File: config.mk
export PLATFORM = sky130hd
export DESIGN_NAME = rv_core
export DESIGN_NICKNAME = d
export VERILOG_FILES = /design/src/hdl/rv_core_pkg.sv /design/src/hdl/rv_fetch.sv /design/src/hdl/rv_decode.sv /design/src/hdl/rv_regfile.sv /design/src/hdl/rv_execute.sv /design/src/hdl/rv_mem_stage.sv /design/src/hdl/rv_ahb_master.sv /design/src/hdl/rv_core.sv
export SDC_FILE = /design/constraint.sdc
export NUM_CORES = 2
export LEC_CHECK = 0
export BUFFER_PORTS_ARGS = -buffer_cell sky130_fd_sc_hd__buf_2
export CELL_PAD_IN_SITES_DETAIL_PLACEMENT = 1
export CELL_PAD_IN_SITES_GLOBAL_PLACEMENT = 2
export CORE_ASPECT_RATIO = 0.6
export CORE_UTILIZATION = 41
export CTS_CLUSTER_SIZE = 16
export DETAILED_ROUTE_END_ITERATION = 6
export MAX_ROUTING_LAYER = met4
export PLACE_DENSITY_LB_ADDON = 0.3
export SYNTH_ARGS = -nofsm -noshare
export SYNTH_HDL_FRONTEND = slang
export SYNTH_HIERARCHICAL = 1
export SYNTH_SLANG_ARGS = --single-unit
export TNS_END_PERCENT = 1
File: constraint.sdc
create_clock -name clk -period 6.3 [get_ports clk]
set_input_delay 1.26 -clock clk [delete_from_list [all_inputs] [get_ports clk]]
set_output_delay 1.26 -clock clk [all_outputs]
set_load 0.1 [all_outputs]
File: src/hdl/rv_core_pkg.sv
// Widths, control encodings and AHB-lite constants shared by every block of the RV32I core
package rv_core_pkg;

	// ====================
	// Widths
	// ====================
	localparam int XLEN       = 32;
	localparam int N_REGS     = 32;
	localparam int REG_ADDR_W = $clog2(N_REGS);

	// ====================
	// Encodings
	// ====================

	// Major opcodes the core executes, anything else decodes as a NOP
	typedef enum logic [6:0] {
		OP     = 7'b0110011,
		OP_IMM = 7'b0010011,
		LUI    = 7'b0110111,
		LOAD   = 7'b0000011,
		STORE  = 7'b0100011
	} opcode_e;

	typedef enum logic [3:0] {
		ADD,
		SUB,
		SLL,
		SLT,
		SLTU,
		XOR,
		SRL,
		SRA,
		OR,
		AND
	} alu_op_e;

	typedef enum logic [1:0] {
		NONE,
		LW,
		SW
	} mem_op_e;

	typedef enum logic {
		RS2,
		IMM
	} src_b_e;

	// Only single transfers, so no SEQ or BUSY
	typedef enum logic [1:0] {
		IDLE   = 2'b00,
		NONSEQ = 2'b10
	} htrans_e;

	// addi x0, x0, 0
	localparam logic [XLEN-1:0] NOP_INSTR  = 32'h0000_0013;
	localparam logic [2:0]      HSIZE_WORD = 3'b010;

endpackage

File: src/hdl/rv_fetch.sv
// Fetch stage, issues sequential word fetches and queues up to two instructions for decode
module rv_fetch import rv_core_pkg::*; #(
	parameter logic [XLEN-1:0] RESET_VECTOR = '0
) (
	input  logic            clk,
	input  logic            rst_n,
	input  logic            fetch_grant_i,
	input  logic            fetch_rdata_valid_i,
	input  logic [XLEN-1:0] hrdata_i,
	input  logic            instr_take_i,
	output logic            fetch_req_o,
	output logic [XLEN-1:0] fetch_addr_o,
	output logic            instr_valid_o,
	output logic [XLEN-1:0] instr_o
);

	logic [XLEN-1:0] q_data [2];
	logic [1:0]      q_cnt;
	logic            in_flight;
	logic            started;
	logic            push;
	logic            pop;
	logic            wr_idx;

	assign push = fetch_rdata_valid_i;
	assign pop  = instr_valid_o && instr_take_i;

	// Slot the incoming word lands in, after this cycle's pop
	assign wr_idx = q_cnt[1] || (q_cnt[0] && !pop);

	assign instr_valid_o = q_cnt != 2'd0;
	assign instr_o       = instr_valid_o ? q_data[0] : NOP_INSTR;

	// Queued plus in-flight words never exceed the two queue slots
	// Bus stays idle in the first cycle out of reset
	assign fetch_req_o = started && (q_cnt + 2'(in_flight) < 2'd2);

	always_ff @(posedge clk or negedge rst_n) begin
		if (!rst_n) begin
			started      <= 1'b0;
			in_flight    <= 1'b0;
			q_cnt        <= 2'd0;
			fetch_addr_o <= RESET_VECTOR;
		end else begin
			started   <= 1'b1;
			in_flight <= fetch_grant_i || (in_flight && !fetch_rdata_valid_i);
			q_cnt     <= q_cnt + 2'(push) - 2'(pop);
			if (fetch_grant_i) begin
				fetch_addr_o <= fetch_addr_o + XLEN'(4);
			end
		end
	end

	// Head shifts out on a pop, new word goes behind whatever remains
	always_ff @(posedge clk) begin
		if (pop) begin
			q_data[0] <= q_data[1];
		end
		if (push) begin
			q_data[wr_idx] <= hrdata_i;
		end
	end

	// Decode must drain a full queue in the cycle another word arrives
	assert property (@(posedge clk) disable iff (!rst_n)
		q_cnt == 2'd2 && push |-> pop);

endmodule

File: src/hdl/rv_decode.sv
// Decode stage, turns a queued instruction into control enums and loads the D-to-X registers
module rv_decode import rv_core_pkg::*; (
	input  logic                  clk,
	input  logic                  rst_n,
	input  logic                  instr_valid_i,
	input  logic [XLEN-1:0]       instr_i,
	input  logic                  x_stall_i,
	output logic                  instr_take_o,
	output logic [REG_ADDR_W-1:0] rs1_addr_o,
	output logic [REG_ADDR_W-1:0] rs2_addr_o,
	output logic [REG_ADDR_W-1:0] dx_rs1_o,
	output logic [REG_ADDR_W-1:0] dx_rs2_o,
	output logic [REG_ADDR_W-1:0] dx_rd_o,
	output logic [XLEN-1:0]       dx_imm_o,
	output alu_op_e               dx_alu_op_o,
	output src_b_e                dx_src_b_o,
	output mem_op_e               dx_mem_op_o
);

	logic [REG_ADDR_W-1:0] d_rs1;
	logic [REG_ADDR_W-1:0] d_rs2;
	logic [REG_ADDR_W-1:0] d_rd;
	logic [XLEN-1:0]       d_imm;
	alu_op_e               d_alu_op;
	src_b_e                d_src_b;
	mem_op_e               d_mem_op;
	logic                  d_nop;
	logic [XLEN-1:0]       imm_i;
	logic [XLEN-1:0]       imm_s;
	logic [XLEN-1:0]       imm_u;

	assign imm_i = {{20{instr_i[31]}}, instr_i[31:20]};
	assign imm_s = {{20{instr_i[31]}}, instr_i[31:25], instr_i[11:7]};
	assign imm_u = {instr_i[31:12], 12'h000};

	// Bit 30 selects SUB (register form only) and the arithmetic right shift
	function automatic alu_op_e alu_from_funct(input logic [2:0] funct3, input logic alt,
			input logic is_reg);
		case (funct3)
			3'b000:  return (alt && is_reg) ? SUB : ADD;
			3'b001:  return SLL;
			3'b010:  return SLT;
			3'b011:  return SLTU;
			3'b100:  return XOR;
			3'b101:  return alt ? SRA : SRL;
			3'b110:  return OR;
			default: return AND;
		endcase
	endfunction

	always_comb begin
		d_rs1    = instr_i[19:15];
		d_rs2    = instr_i[24:20];
		d_rd     = instr_i[11:7];
		d_imm    = imm_i;
		d_alu_op = alu_from_funct(instr_i[14:12], instr_i[30], 1'b0);
		d_src_b  = IMM;
		d_mem_op = NONE;
		d_nop    = !instr_valid_i;
		// Unused register fields are zeroed to keep them out of bypass and hazard checks
		case (instr_i[6:0])
			OP: begin
				d_alu_op = alu_from_funct(instr_i[14:12], instr_i[30], 1'b1);
				d_src_b  = RS2;
			end
			OP_IMM: d_rs2 = '0;
			LUI: begin
				d_rs1    = '0;
				d_rs2    = '0;
				d_imm    = imm_u;
				d_alu_op = ADD;
			end
			LOAD: begin
				d_rs2    = '0;
				d_alu_op = ADD;
				d_mem_op = LW;
				d_nop    = d_nop || instr_i[14:12] != 3'b010;
			end
			STORE: begin
				d_rd     = '0;
				d_imm    = imm_s;
				d_alu_op = ADD;
				d_mem_op = SW;
				d_nop    = d_nop || instr_i[14:12] != 3'b010;
			end
			default: d_nop = 1'b1;
		endcase
		if (d_nop) begin
			d_rs1    = '0;
			d_rs2    = '0;
			d_rd     = '0;
			d_mem_op = NONE;
		end
	end

	assign instr_take_o = instr_valid_i && !x_stall_i;

	// A held instruction rereads its own operands so late writes still reach X
	assign rs1_addr_o = x_stall_i ? dx_rs1_o : d_rs1;
	assign rs2_addr_o = x_stall_i ? dx_rs2_o : d_rs2;

	always_ff @(posedge clk or negedge rst_n) begin
		if (!rst_n) begin
			dx_rs1_o    <= '0;
			dx_rs2_o    <= '0;
			dx_rd_o     <= '0;
			dx_mem_op_o <= NONE;
		end else if (!x_stall_i) begin
			dx_rs1_o    <= d_rs1;
			dx_rs2_o    <= d_rs2;
			dx_rd_o     <= d_rd;
			dx_mem_op_o <= d_mem_op;
		end
	end

	always_ff @(posedge clk) begin
		if (!x_stall_i) begin
			dx_imm_o    <= d_imm;
			dx_alu_op_o <= d_alu_op;
			dx_src_b_o  <= d_src_b;
		end
	end

endmodule

File: src/hdl/rv_regfile.sv
// Integer register file, one write port and two read ports registered for D-to-X timing
module rv_regfile import rv_core_pkg::*; (
	input  logic                  clk,
	input  logic                  rst_n,
	input  logic [REG_ADDR_W-1:0] rs1_addr_i,
	input  logic [REG_ADDR_W-1:0] rs2_addr_i,
	input  logic [REG_ADDR_W-1:0] wr_addr_i,
	input  logic [XLEN-1:0]       wr_data_i,
	output logic [XLEN-1:0]       rs1_data_o,
	output logic [XLEN-1:0]       rs2_data_o
);

	logic [XLEN-1:0] regs [N_REGS];

	// x0 is hardwired, writes to it are dropped
	always_ff @(posedge clk) begin
		if (wr_addr_i != '0) begin
			regs[wr_addr_i] <= wr_data_i;
		end
	end

	// Read returns the old value on a same-cycle write, X covers that case
	always_ff @(posedge clk or negedge rst_n) begin
		if (!rst_n) begin
			rs1_data_o <= '0;
			rs2_data_o <= '0;
		end else begin
			rs1_data_o <= regs[rs1_addr_i];
			rs2_data_o <= regs[rs2_addr_i];
		end
	end

endmodule

File: src/hdl/rv_execute.sv
// Execute stage with operand bypass, ALU, load-use detection and the X-to-M registers
module rv_execute import rv_core_pkg::*; (
	input  logic                  clk,
	input  logic                  rst_n,
	input  logic [REG_ADDR_W-1:0] dx_rs1_i,
	input  logic [REG_ADDR_W-1:0] dx_rs2_i,
	input  logic [REG_ADDR_W-1:0] dx_rd_i,
	input  logic [XLEN-1:0]       dx_imm_i,
	input  alu_op_e               dx_alu_op_i,
	input  src_b_e                dx_src_b_i,
	input  mem_op_e               dx_mem_op_i,
	input  logic [XLEN-1:0]       rs1_data_i,
	input  logic [XLEN-1:0]       rs2_data_i,
	input  logic [REG_ADDR_W-1:0] mw_rd_i,
	input  logic [XLEN-1:0]       mw_result_i,
	input  logic [REG_ADDR_W-1:0] wx_rd_i,
	input  logic [XLEN-1:0]       wx_result_i,
	input  logic                  m_stall_i,
	output logic                  x_stall_o,
	output logic                  data_req_o,
	output logic [XLEN-1:0]       data_addr_o,
	output logic                  data_write_o,
	output logic [REG_ADDR_W-1:0] xm_rd_o,
	output logic [REG_ADDR_W-1:0] xm_rs2_o,
	output logic [XLEN-1:0]       xm_result_o,
	output logic [XLEN-1:0]       xm_store_data_o,
	output mem_op_e               xm_mem_op_o
);

	logic [XLEN-1:0] rs1_val;
	logic [XLEN-1:0] rs2_val;
	logic [XLEN-1:0] op_b;
	logic [XLEN-1:0] alu_result;
	logic            load_use;

	// ====================
	// Bypass
	// ====================

	// Youngest producer wins, the post-writeback copy stands in for a regfile bypass
	function automatic logic [XLEN-1:0] bypass(input logic [REG_ADDR_W-1:0] idx,
			input logic [XLEN-1:0] rf_data);
		if (idx == '0) begin
			return '0;
		end
		if (idx == xm_rd_o) begin
			return xm_result_o;
		end
		if (idx == mw_rd_i) begin
			return mw_result_i;
		end
		if (idx == wx_rd_i) begin
			return wx_result_i;
		end
		return rf_data;
	endfunction

	always_comb begin
		rs1_val = bypass(dx_rs1_i, rs1_data_i);
		rs2_val = bypass(dx_rs2_i, rs2_data_i);
	end

	assign op_b = (dx_src_b_i == IMM) ? dx_imm_i : rs2_val;

	// ====================
	// ALU
	// ====================
	always_comb begin
		case (dx_alu_op_i)
			ADD:     alu_result = rs1_val + op_b;
			SUB:     alu_result = rs1_val - op_b;
			SLL:     alu_result = rs1_val << op_b[4:0];
			SLT:     alu_result = XLEN'($signed(rs1_val) < $signed(op_b));
			SLTU:    alu_result = XLEN'(rs1_val < op_b);
			XOR:     alu_result = rs1_val ^ op_b;
			SRL:     alu_result = rs1_val >> op_b[4:0];
			SRA:     alu_result = $signed(rs1_val) >>> op_b[4:0];
			OR:      alu_result = rs1_val | op_b;
			AND:     alu_result = rs1_val & op_b;
			default: alu_result = '0;
		endcase
	end

	// ====================
	// Hazards and bus request
	// ====================

	// Store data gets the loaded word in M, so only the store address must wait
	assign load_use = xm_mem_op_o == LW && xm_rd_o != '0 &&
		(xm_rd_o == dx_rs1_i || (xm_rd_o == dx_rs2_i && dx_mem_op_i != SW));

	assign x_stall_o = load_use || m_stall_i;

	// Not gated by m_stall, a wait state simply extends the address phase
	assign data_req_o   = dx_mem_op_i != NONE && !load_use;
	assign data_addr_o  = alu_result;
	assign data_write_o = dx_mem_op_i == SW;

	always_ff @(posedge clk or negedge rst_n) begin
		if (!rst_n) begin
			xm_rd_o     <= '0;
			xm_rs2_o    <= '0;
			xm_mem_op_o <= NONE;
		end else if (!m_stall_i) begin
			if (load_use) begin
				xm_rd_o     <= '0;
				xm_rs2_o    <= '0;
				xm_mem_op_o <= NONE;
			end else begin
				xm_rd_o     <= dx_rd_i;
				xm_rs2_o    <= dx_rs2_i;
				xm_mem_op_o <= dx_mem_op_i;
			end
		end
	end

	always_ff @(posedge clk) begin
		if (!m_stall_i) begin
			xm_result_o     <= alu_result;
			xm_store_data_o <= rs2_val;
		end
	end

	// Load-use bubble issues no bus access and clears once the load leaves M
	assert property (@(posedge clk) disable iff (!rst_n)
		load_use && !m_stall_i |-> !data_req_o ##1 !load_use);

endmodule

File: src/hdl/rv_mem_stage.sv
// Memory stage, drives store write data and holds the M-to-W and post-writeback registers
module rv_mem_stage import rv_core_pkg::*; (
	input  logic                  clk,
	input  logic                  rst_n,
	input  logic [REG_ADDR_W-1:0] xm_rd_i,
	input  logic [REG_ADDR_W-1:0] xm_rs2_i,
	input  logic [XLEN-1:0]       xm_result_i,
	input  logic [XLEN-1:0]       xm_store_data_i,
	input  mem_op_e               xm_mem_op_i,
	input  logic [XLEN-1:0]       hrdata_i,
	input  logic                  m_stall_i,
	output logic [XLEN-1:0]       hwdata_o,
	output logic [REG_ADDR_W-1:0] mw_rd_o,
	output logic [XLEN-1:0]       mw_result_o,
	output logic [REG_ADDR_W-1:0] wx_rd_o,
	output logic [XLEN-1:0]       wx_result_o
);

	// Covers a load directly ahead of the store, whose data was not ready in X
	assign hwdata_o = (mw_rd_o != '0 && xm_rs2_i == mw_rd_o) ? mw_result_o : xm_store_data_i;

	always_ff @(posedge clk or negedge rst_n) begin
		if (!rst_n) begin
			mw_rd_o <= '0;
			wx_rd_o <= '0;
		end else if (!m_stall_i) begin
			mw_rd_o <= xm_rd_i;
			wx_rd_o <= mw_rd_o;
		end
	end

	always_ff @(posedge clk) begin
		if (!m_stall_i) begin
			mw_result_o <= (xm_mem_op_i == LW) ? hrdata_i : xm_result_i;
			wx_result_o <= mw_result_o;
		end
	end

endmodule

File: src/hdl/rv_ahb_master.sv
// AHB-lite master, arbitrates fetch against data and tracks who owns the data phase
module rv_ahb_master import rv_core_pkg::*; (
	input  logic            clk,
	input  logic            rst_n,
	input  logic            hready_i,
	input  logic            data_req_i,
	input  logic [XLEN-1:0] data_addr_i,
	input  logic            data_write_i,
	input  logic            fetch_req_i,
	input  logic [XLEN-1:0] fetch_addr_i,
	output htrans_e         htrans_o,
	output logic [XLEN-1:0] haddr_o,
	output logic            hwrite_o,
	output logic [2:0]      hsize_o,
	output logic            fetch_grant_o,
	output logic            fetch_rdata_valid_o,
	output logic            m_stall_o
);

	logic dph_fetch;
	logic dph_data;

	// Address phase, data always wins and hready stays out of htrans
	assign htrans_o = (data_req_i || fetch_req_i) ? NONSEQ : IDLE;
	assign haddr_o  = data_req_i ? data_addr_i : fetch_addr_i;
	assign hwrite_o = data_req_i && data_write_i;
	assign hsize_o  = HSIZE_WORD;

	assign fetch_grant_o       = fetch_req_i && !data_req_i && hready_i;
	assign fetch_rdata_valid_o = dph_fetch && hready_i;

	// Also holds X when its own address phase is not accepted yet
	assign m_stall_o = !hready_i && (dph_data || data_req_i);

	always_ff @(posedge clk or negedge rst_n) begin
		if (!rst_n) begin
			dph_fetch <= 1'b0;
			dph_data  <= 1'b0;
		end else if (hready_i) begin
			dph_data  <= data_req_i;
			dph_fetch <= fetch_req_i && !data_req_i;
		end
	end

	// One owner per data phase
	assert property (@(posedge clk) disable iff (!rst_n)
		!(dph_fetch && dph_data));

endmodule

File: src/hdl/rv_core.sv
// Top level of the five-stage RV32I core, instantiate with RESET_VECTOR and hook to an AHB-lite slave
module rv_core import rv_core_pkg::*; #(
	parameter logic [XLEN-1:0] RESET_VECTOR = '0
) (
	input  logic            clk,
	input  logic            rst_n,
	input  logic            ahb_hready_i,
	input  logic [XLEN-1:0] ahb_hrdata_i,
	output logic [XLEN-1:0] ahb_haddr_o,
	output logic            ahb_hwrite_o,
	output htrans_e         ahb_htrans_o,
	output logic [2:0]      ahb_hsize_o,
	output logic [XLEN-1:0] ahb_hwdata_o
);

	// ====================
	// F and D
	// ====================
	logic                  fetch_req;
	logic [XLEN-1:0]       fetch_addr;
	logic                  fetch_grant;
	logic                  fetch_rdata_valid;
	logic                  instr_valid;
	logic [XLEN-1:0]       instr;
	logic                  instr_take;
	logic [REG_ADDR_W-1:0] rs1_addr;
	logic [REG_ADDR_W-1:0] rs2_addr;
	logic [XLEN-1:0]       rs1_data;
	logic [XLEN-1:0]       rs2_data;
	logic [REG_ADDR_W-1:0] dx_rs1;
	logic [REG_ADDR_W-1:0] dx_rs2;
	logic [REG_ADDR_W-1:0] dx_rd;
	logic [XLEN-1:0]       dx_imm;
	alu_op_e               dx_alu_op;
	src_b_e                dx_src_b;
	mem_op_e               dx_mem_op;

	// ====================
	// X, M and W
	// ====================
	logic                  x_stall;
	logic                  m_stall;
	logic                  data_req;
	logic [XLEN-1:0]       data_addr;
	logic                  data_write;
	logic [REG_ADDR_W-1:0] xm_rd;
	logic [REG_ADDR_W-1:0] xm_rs2;
	logic [XLEN-1:0]       xm_result;
	logic [XLEN-1:0]       xm_store_data;
	mem_op_e               xm_mem_op;
	logic [REG_ADDR_W-1:0] mw_rd;
	logic [XLEN-1:0]       mw_result;
	logic [REG_ADDR_W-1:0] wx_rd;
	logic [XLEN-1:0]       wx_result;

	rv_fetch #(.RESET_VECTOR(RESET_VECTOR)) u_fetch (
		.clk(clk), .rst_n(rst_n),
		.fetch_grant_i(fetch_grant), .fetch_rdata_valid_i(fetch_rdata_valid),
		.hrdata_i(ahb_hrdata_i), .instr_take_i(instr_take),
		.fetch_req_o(fetch_req), .fetch_addr_o(fetch_addr),
		.instr_valid_o(instr_valid), .instr_o(instr)
	);

	rv_decode u_decode (
		.clk(clk), .rst_n(rst_n),
		.instr_valid_i(instr_valid), .instr_i(instr), .x_stall_i(x_stall),
		.instr_take_o(instr_take), .rs1_addr_o(rs1_addr), .rs2_addr_o(rs2_addr),
		.dx_rs1_o(dx_rs1), .dx_rs2_o(dx_rs2), .dx_rd_o(dx_rd), .dx_imm_o(dx_imm),
		.dx_alu_op_o(dx_alu_op), .dx_src_b_o(dx_src_b), .dx_mem_op_o(dx_mem_op)
	);

	rv_regfile u_regfile (
		.clk(clk), .rst_n(rst_n),
		.rs1_addr_i(rs1_addr), .rs2_addr_i(rs2_addr),
		.wr_addr_i(mw_rd), .wr_data_i(mw_result),
		.rs1_data_o(rs1_data), .rs2_data_o(rs2_data)
	);

	rv_execute u_execute (
		.clk(clk), .rst_n(rst_n),
		.dx_rs1_i(dx_rs1), .dx_rs2_i(dx_rs2), .dx_rd_i(dx_rd), .dx_imm_i(dx_imm),
		.dx_alu_op_i(dx_alu_op), .dx_src_b_i(dx_src_b), .dx_mem_op_i(dx_mem_op),
		.rs1_data_i(rs1_data), .rs2_data_i(rs2_data),
		.mw_rd_i(mw_rd), .mw_result_i(mw_result), .wx_rd_i(wx_rd), .wx_result_i(wx_result),
		.m_stall_i(m_stall), .x_stall_o(x_stall),
		.data_req_o(data_req), .data_addr_o(data_addr), .data_write_o(data_write),
		.xm_rd_o(xm_rd), .xm_rs2_o(xm_rs2), .xm_result_o(xm_result),
		.xm_store_data_o(xm_store_data), .xm_mem_op_o(xm_mem_op)
	);

	rv_mem_stage u_mem_stage (
		.clk(clk), .rst_n(rst_n),
		.xm_rd_i(xm_rd), .xm_rs2_i(xm_rs2), .xm_result_i(xm_result),
		.xm_store_data_i(xm_store_data), .xm_mem_op_i(xm_mem_op),
		.hrdata_i(ahb_hrdata_i), .m_stall_i(m_stall), .hwdata_o(ahb_hwdata_o),
		.mw_rd_o(mw_rd), .mw_result_o(mw_result), .wx_rd_o(wx_rd), .wx_result_o(wx_result)
	);

	rv_ahb_master u_ahb_master (
		.clk(clk), .rst_n(rst_n), .hready_i(ahb_hready_i),
		.data_req_i(data_req), .data_addr_i(data_addr), .data_write_i(data_write),
		.fetch_req_i(fetch_req), .fetch_addr_i(fetch_addr),
		.htrans_o(ahb_htrans_o), .haddr_o(ahb_haddr_o), .hwrite_o(ahb_hwrite_o),
		.hsize_o(ahb_hsize_o), .fetch_grant_o(fetch_grant),
		.fetch_rdata_valid_o(fetch_rdata_valid), .m_stall_o(m_stall)
	);

endmodule

# --- After elaboration in Yosys (flattened, before gate mapping) ---
# Memories as Yosys holds them, arrays and structs flattened. A register that Yosys moved wholly into a read port is not among the register bits.
# Cells that the tools add are included.
totals:
  out_inout_bits: 70
  ff_bits: 242
  memories: 2
  input_bits: 35
  wordCells: 185
  ramBits: 1088
op_classes:
  n_lt_le_gt_ge: 3
  n_eq_ne: 33
  shift: 3
  mux: 70
  reduce_logical: 43
  n_addsub: 6
  bitwise: 3
memory_table:
  columns: ["name", "depth", "word_bits", "rd", "rd_clocked_by_memory_dff", "wr", "line_no", "source"]
  rows:
  - ["u_regfile.regs", 32, 32, 2, 2, 1, "rv_regfile.sv:13", "logic [XLEN-1:0] regs [N_REGS];"]
  - ["u_fetch.q_data", 2, 32, 2, 0, 2, "rv_fetch.sv:17", "logic [XLEN-1:0] q_data [2];"]
op_table:
  columns: ["op", "n"]
  rows:
  - ["32-bit two-way mux", 21]
  - ["32-bit case mux with 10 select lines", 1]
  - ["32-bit less-than comparator", 2]
  - ["31-bit case mux with 2 select lines", 1]
  - ["4-bit case mux with 7 select lines", 2]
  - ["5-bit two-way mux", 10]
  - ["5-bit == test", 9]
  - ["32-bit by 3-bit adder with 32-bit output, second input constant", 1]
  - ["32-bit adder", 1]
  - ["32-bit bitwise AND", 1]
  - ["32-bit OR", 1]
  - ["32-bit by 5-bit left shift with 32-bit output", 1]
  - ["32-bit by 5-bit right shift with 32-bit output", 1]
  - ["32-bit by 5-bit >>> shifter with 32-bit output", 1]
  - ["32-bit subtractor", 1]
  - ["32-bit bitwise XOR", 1]
  - ["1-bit two-way mux", 29]
  - ["7-bit by 6-bit == test with 1-bit output, second input constant", 3]
  - ["4-bit by 3-bit == test with 1-bit output, second input constant", 4]
  - ["1-bit logical AND", 15]
  - ["5-bit zero test", 2]
  - ["5-bit nonzero test", 2]
  - ["3-bit == test, second input constant", 3]
  - ["1-bit zero test", 9]
  - ["24 further kinds", 39]

# --- Depth between registers and ports, before layout ---
depth:
  depth_word: 16
  ltp_mapped: 28

# --- Cells and area by module ---
# The synthesis kept the hierarchy.
by_module_without_submodules:
  columns: ["mod", "area_each_um2", "n_inst", "cells_each"]
  rows:
  - ["rv_regfile", 50113.1, 1, 3388]
  - ["rv_execute", 13862.0, 1, 1884]
  - ["rv_fetch", 4146.5, 1, 275]
  - ["rv_mem_stage", 3266.9, 1, 167]
  - ["rv_decode", 2373.5, 1, 166]
  - ["rv_ahb_master", 594.3, 1, 54]

# --- Worst setup path after synthesis ---
# Ideal clock, no wire load.
synth_timing:
  kind: "register to output"
  startpoint: "register u_decode.dx_rs2_o[0]"
  endpoint: "output port ahb_haddr_o[0]"
  n_path_buf: 5
  path_stages_with_launch: 24
  arrival_ns: 5.628
  setup_slack_ns: -0.588
  path_cell_list: "dfrtp_1 > buf_2 > xnor2_1 > nand3_1 > nor3_2 > clkbuf_1 > a311oi_1 > o21ai_1 > clkbuf_1 > clkbuf_1 > ha_1 > clkbuf_1 > a21oi_1 > and3_1 > o311ai_1 > a311oi_2 > nor4_1 > o41ai_2 > o221ai_1 > a21oi_1 > o21bai_1 > a311o_1 > nand4_1 > mux2_2"
synth_via:
  elab_chain_len: 13
synth_rtl:
  columns: ["element", "line_no", "source"]
  rows:
  - ["start, declared", "rv_decode.sv:12", "output logic [REG_ADDR_W-1:0] dx_rs2_o,"]
  - ["start signal, assigned", "rv_decode.sv:110", "dx_rs2_o <= d_rs2;"]
  - ["5-bit == test", "rv_execute.sv:52", "if (idx == wx_rd_i) begin"]
  - ["1-bit two-way mux (2 in series)", "rv_execute.sv:52", null]
  - ["1-bit two-way mux", "rv_execute.sv:49", "if (idx == mw_rd_i) begin"]
  - ["1-bit two-way mux", "rv_execute.sv:46", "if (idx == xm_rd_o) begin"]
  - ["32-bit two-way mux", "rv_execute.sv:55", "return rf_data;"]
  - ["32-bit two-way mux", "rv_execute.sv:52", null]
  - ["32-bit two-way mux", "rv_execute.sv:49", null]
  - ["32-bit two-way mux *", "rv_execute.sv:46", null]
  - ["32-bit two-way mux *", "rv_execute.sv:63", "assign op_b = (dx_src_b_i == IMM) ? dx_imm_i : rs2_val;"]
  - ["32-bit subtractor, or another cell as far along", "rv_execute.sv:71", "SUB: alu_result = rs1_val - op_b;"]
  - ["32-bit case mux with 10 select lines *", "rv_execute.sv:69", "case (dx_alu_op_i)"]
  - ["via data_addr[0]", "rv_core.sv:44", "logic [XLEN-1:0] data_addr;"]
  - ["32-bit two-way mux *", "rv_ahb_master.sv:25", "assign haddr_o = data_req_i ? data_addr_i : fetch_addr_i;"]
  - ["end, declared", "rv_core.sv:9", "output logic [XLEN-1:0] ahb_haddr_o,"]
# Mark *: on every way through the listed nets, which the timed path passes. The rest lies on a longest branch. The select of a mux whose other input is x is not followed.

# --- Worst setup path in the final report ---
layout_timing:
  startpoint: "register u_decode.dx_rs2_o[2]"
  endpoint: "output port ahb_haddr_o[28]"
layout_via:
  elab_chain_len: 13
layout_rtl:
  columns: ["element", "line_no"]
  rows:
  - ["5-bit == test", "rv_execute.sv:52"]
  - ["1-bit two-way mux (2 in series)", "rv_execute.sv:52"]
  - ["1-bit two-way mux", "rv_execute.sv:49"]
  - ["1-bit two-way mux", "rv_execute.sv:46"]
  - ["32-bit two-way mux", "rv_execute.sv:55"]
  - ["32-bit two-way mux", "rv_execute.sv:52"]
  - ["32-bit two-way mux", "rv_execute.sv:49"]
  - ["32-bit two-way mux *", "rv_execute.sv:46"]
  - ["32-bit two-way mux *", "rv_execute.sv:63"]
  - ["32-bit subtractor, or another cell as far along", "rv_execute.sv:71"]
  - ["32-bit case mux with 10 select lines *", "rv_execute.sv:69"]
  - ["via data_addr[28]", "rv_core.sv:44"]
  - ["32-bit two-way mux *", "rv_ahb_master.sv:25"]
# Marked as above.

==> flow_summary.ini <==
[yosys]
ys_types = 114
synth_area_per_cell_um2 = 12.5
ys_seq_area_frac = 0.553
synth-edff-count = 1253
ys_seq_elements = 1392
ys_async_sr_fraction = 0.0999
ys_top_cells_by_area = edfxtp_1 (51%), mux2i_1 (16%), dfrtp_1 (4.7%)
netlist_area_um2 = 74400
ys.warnings.count = 6
synth_cells = 5934
synth-main-ff-cell = edfxtp_1
yosys.area.top_type = edfxtp_1
synth_top_area_share = 0.506
synthMostInstantiatedCell = edfxtp_1
synth_common_cells = edfxtp_1 (1253), mux2i_1 (1175), a22oi_1 (343)

[setup_path]
crit_buf_inv = 8
startpoint = u_decode/dx_rs2_o[2]
cp.arrival_ns = 6.42
rrSetupSlack_ns = 0.48
cp_common_cell = buf_12
reg2reg_from = u_decode/dx_rs2_o[2]
worstSetupStartpointType = register
max_stage_delay_ns = 0.44
cp-endpoint = ahb_haddr_o[28]
r2r-end = u_regfile/rs2_data_o[8]
cp.depth = 27
crit_fanout = 7
crit_path_end_kind = primary output
crit_family = compound AO/OA/AOI/OAI gates
critical_path_class = register to primary output
crit_required_ns = 5.04
ff2ff_path_depth = 19
worst_path_max_delay_cell = dfrtp_1

[timing]
skew_ns = 0.0789
rsz0062_at_grt = yes
finalWorstSetupSlack_ns = -1.38
finalHoldViolations = 0
tightestPinTransition_ns = 1.33
post-route-min-period_ns = 7.68
maxSlewHeadroom = 0.114
finalSetupViolCount = 32
final_max_slew_viol_count = 0
min_period_over_period = 1.22
timing.fmax_mhz = 130

[place]
dp_hpwl_um = 225000
portBuffers = 100
gp_congestion = 1.00
dp_worst_setup_slack_ns = -0.959

[finish]
multiInputGateArea_um2 = 32200
syn_to_final_growth_pct = 21.1
fill_cells = 18308
seqCellArea_um2 = 41100
final_nets = 6800
drive_gt1_frac = 0.247

[clock_tree]
cts.reportedPaths.clkPinSlew_ns = 0.06
cts_sinks = 1392
cts_max_level = 4
clk_path_buf_depth = 4
root_buffer = clkbuf_16
cts_tree = built
cts_buffers = 147
insertion_delay_ns = 0.84

[power]
power_density_nw_per_um2 = 499
leakage_nw = 31.7
p_total_mw = 44.9
peakVddDrop_v = 0.000411

[die]
dieHeight_um = 332
rows = 120
design.core.area_um2 = 179000
boundaryPins = 105
start_util = 0.415
die-area_um2 = 183000
die_w_um = 552

[global_route]
grt_pass1_wl_um = 458000
grt_overflow = 0
grt_pass1_vias = 58101
grt_antenna_before_repair = 12
grt_max_degree = 97
grt_use_total = 0.362

[routing]
drt_iter0_drc = 7692
drt-pass1-iter-count = 5
viasPerCell = 6.44
wl_per_cell_um = 36.0
wl_um = 329000
vias = 58959
ant_nets = 0
drc_errors = 0

[run]
cap_violations = 0

[outcome]
violations = negative setup slack
status = finished with violations

[hold_path]
hold_path_class = primary input to async pin
## power by group
group / leakage [nW] / switching [mW] / internal [mW]
clock network: 2.28 / 3.84 / 5.01
registers: 13.7 / 0.863 / 12.2
logic: 15.7 / 14.8 / 8.18
## registers in the layout (all words and copies together) (netlist names), 2 cells and up
| signal | cells |
|---|---|
| u_mem_stage/mw_result_o | 32 |
| u_regfile/rs2_data_o | 32 |
| u_mem_stage/mw_rd_o | 5 |
| u_mem_stage/wx_rd_o | 5 |
| u_fetch/fetch_addr_o | 30 |
| u_regfile/regs | 1024 |
| u_decode/dx_imm_o | 32 |
| u_execute/xm_store_data_o | 32 |
| u_regfile/rs1_data_o | 32 |
| u_execute/xm_mem_op_o | 2 |
| u_execute/xm_rs2_o | 5 |
| u_execute/xm_result_o | 32 |
| u_mem_stage/wx_result_o | 32 |
| u_fetch/q_cnt | 2 |
| u_decode/dx_rs1_o | 5 |
| u_decode/dx_rs2_o | 5 |
| u_decode/dx_rd_o | 5 |
| u_decode/dx_alu_op_o | 4 |
| u_execute/xm_rd_o | 5 |
| u_decode/dx_mem_op_o | 2 |
| u_fetch/q_data | 64 |
## how the worst min path moves through the flow
| stage | slack (ns) | depth (start not counted) | from | to |
|---|---|---|---|---|
| 2_1_floorplan | 0.45 | 1 | u_fetch/fetch_addr_o[31] | u_fetch/fetch_addr_o[31] |
| 3_3_place_gp | 0.48 | 1 | u_fetch/in_flight | u_fetch/in_flight |
| 3_5_place_dp | 0.50 | 1 | u_fetch/in_flight | u_fetch/in_flight |
| 4_1_cts | 0.36 | 1 | rst_n | u_ahb_master/dph_data |
| 5_1_grt | 0.38 | 1 | rst_n | u_execute/xm_rs2_o[4] |
| 6_report | 0.38 | 1 | rst_n | u_execute/xm_rs2_o[4] |
## layer usage
metal	part of all wire	global-route usage
met1	0.46	0.549
met2	0.40	0.477
met3	0.11	0.0910
met4	0.025	0.0806
met5	0	-
## cells in the final DEF, fill, tap and decap left out, types with 35 or more instances in the layout
cell type and count:
a21o_1 35, a21oi_1 246, a22o_1 82, a22oi_1 338
a31oi_1 46, and2_1 45, buf_12 94, buf_2 67
buf_4 785, clkbuf_16 153, conb_1 39, dfrtp_1 133
edfxtp_1 1253, ha_1 83, inv_1 130, mux2_2 109
mux2_4 49, mux2i_1 1174, nand2_1 290, nand3_1 321
nand4_1 50, nor2_1 178, nor2_4 35, nor3_1 57
o21a_1 37, o21ai_0 111, xnor2_1 49
## stage by stage
| step | utilization | TNS [ns] | std cells | hold WS [ns] | area [um^2] |
|---|---|---|---|---|---|
| global placement | 0.467 | -18.74 | 8866 | 0.483 | 83700 |
| detailed placement | 0.467 | -20.27 | 8866 | 0.500 | 83700 |
| global route | 0.502 | -37.75 | 9152 | 0.381 | 90000 |
| finish | 0.502 | -34.22 | 9156 | 0.382 | 90000 |
| CTS | 0.500 | -31.55 | 9141 | 0.364 | 89700 |
| floorplan | - | -0.394 | 5968 | 0.446 | 74600 |
## kinds of logic (layout without fill, tap and decap cells)
family                     count (synthesis)  in the layout  share of synthesized area
AOI/OAI and AO/OA                       1235           1235                      0.116
xor gates and xnor gates                  88             88                     0.0104
adders and majority gates                103            103                     0.0175
buffers and inverters                    572           1372                     0.0378
DFF                                     1392           1392                      0.553
muxes                                   1342           1342                      0.186
other                                      5             48                   0.000252
and+or+nand+nor                         1197           1197                     0.0793
## cell type report
type / count / area share
Tap cell: 2379 / 0.0331
Antenna cell: 9 / 0.000250
Sequential cell: 1392 / 0.457
Clock inverter: 60 / 0.00678
Timing Repair Buffer: 978 / 0.0942
Multi-Input combinational cell: 4004 / 0.358
Clock buffer: 195 / 0.0453
Inverter: 139 / 0.00582
## timing repair
item / 4_1_cts / 5_1_grt
endpoints found under the setup margin: 32 / 32
hold buffers: 0 / 0
cloned: 0 / 0
resized for setup: 251 / 60
buffers inserted: 20 / 6
pin swaps: 72 / 33
Note: power is estimated with default switching activity, not from simulation.
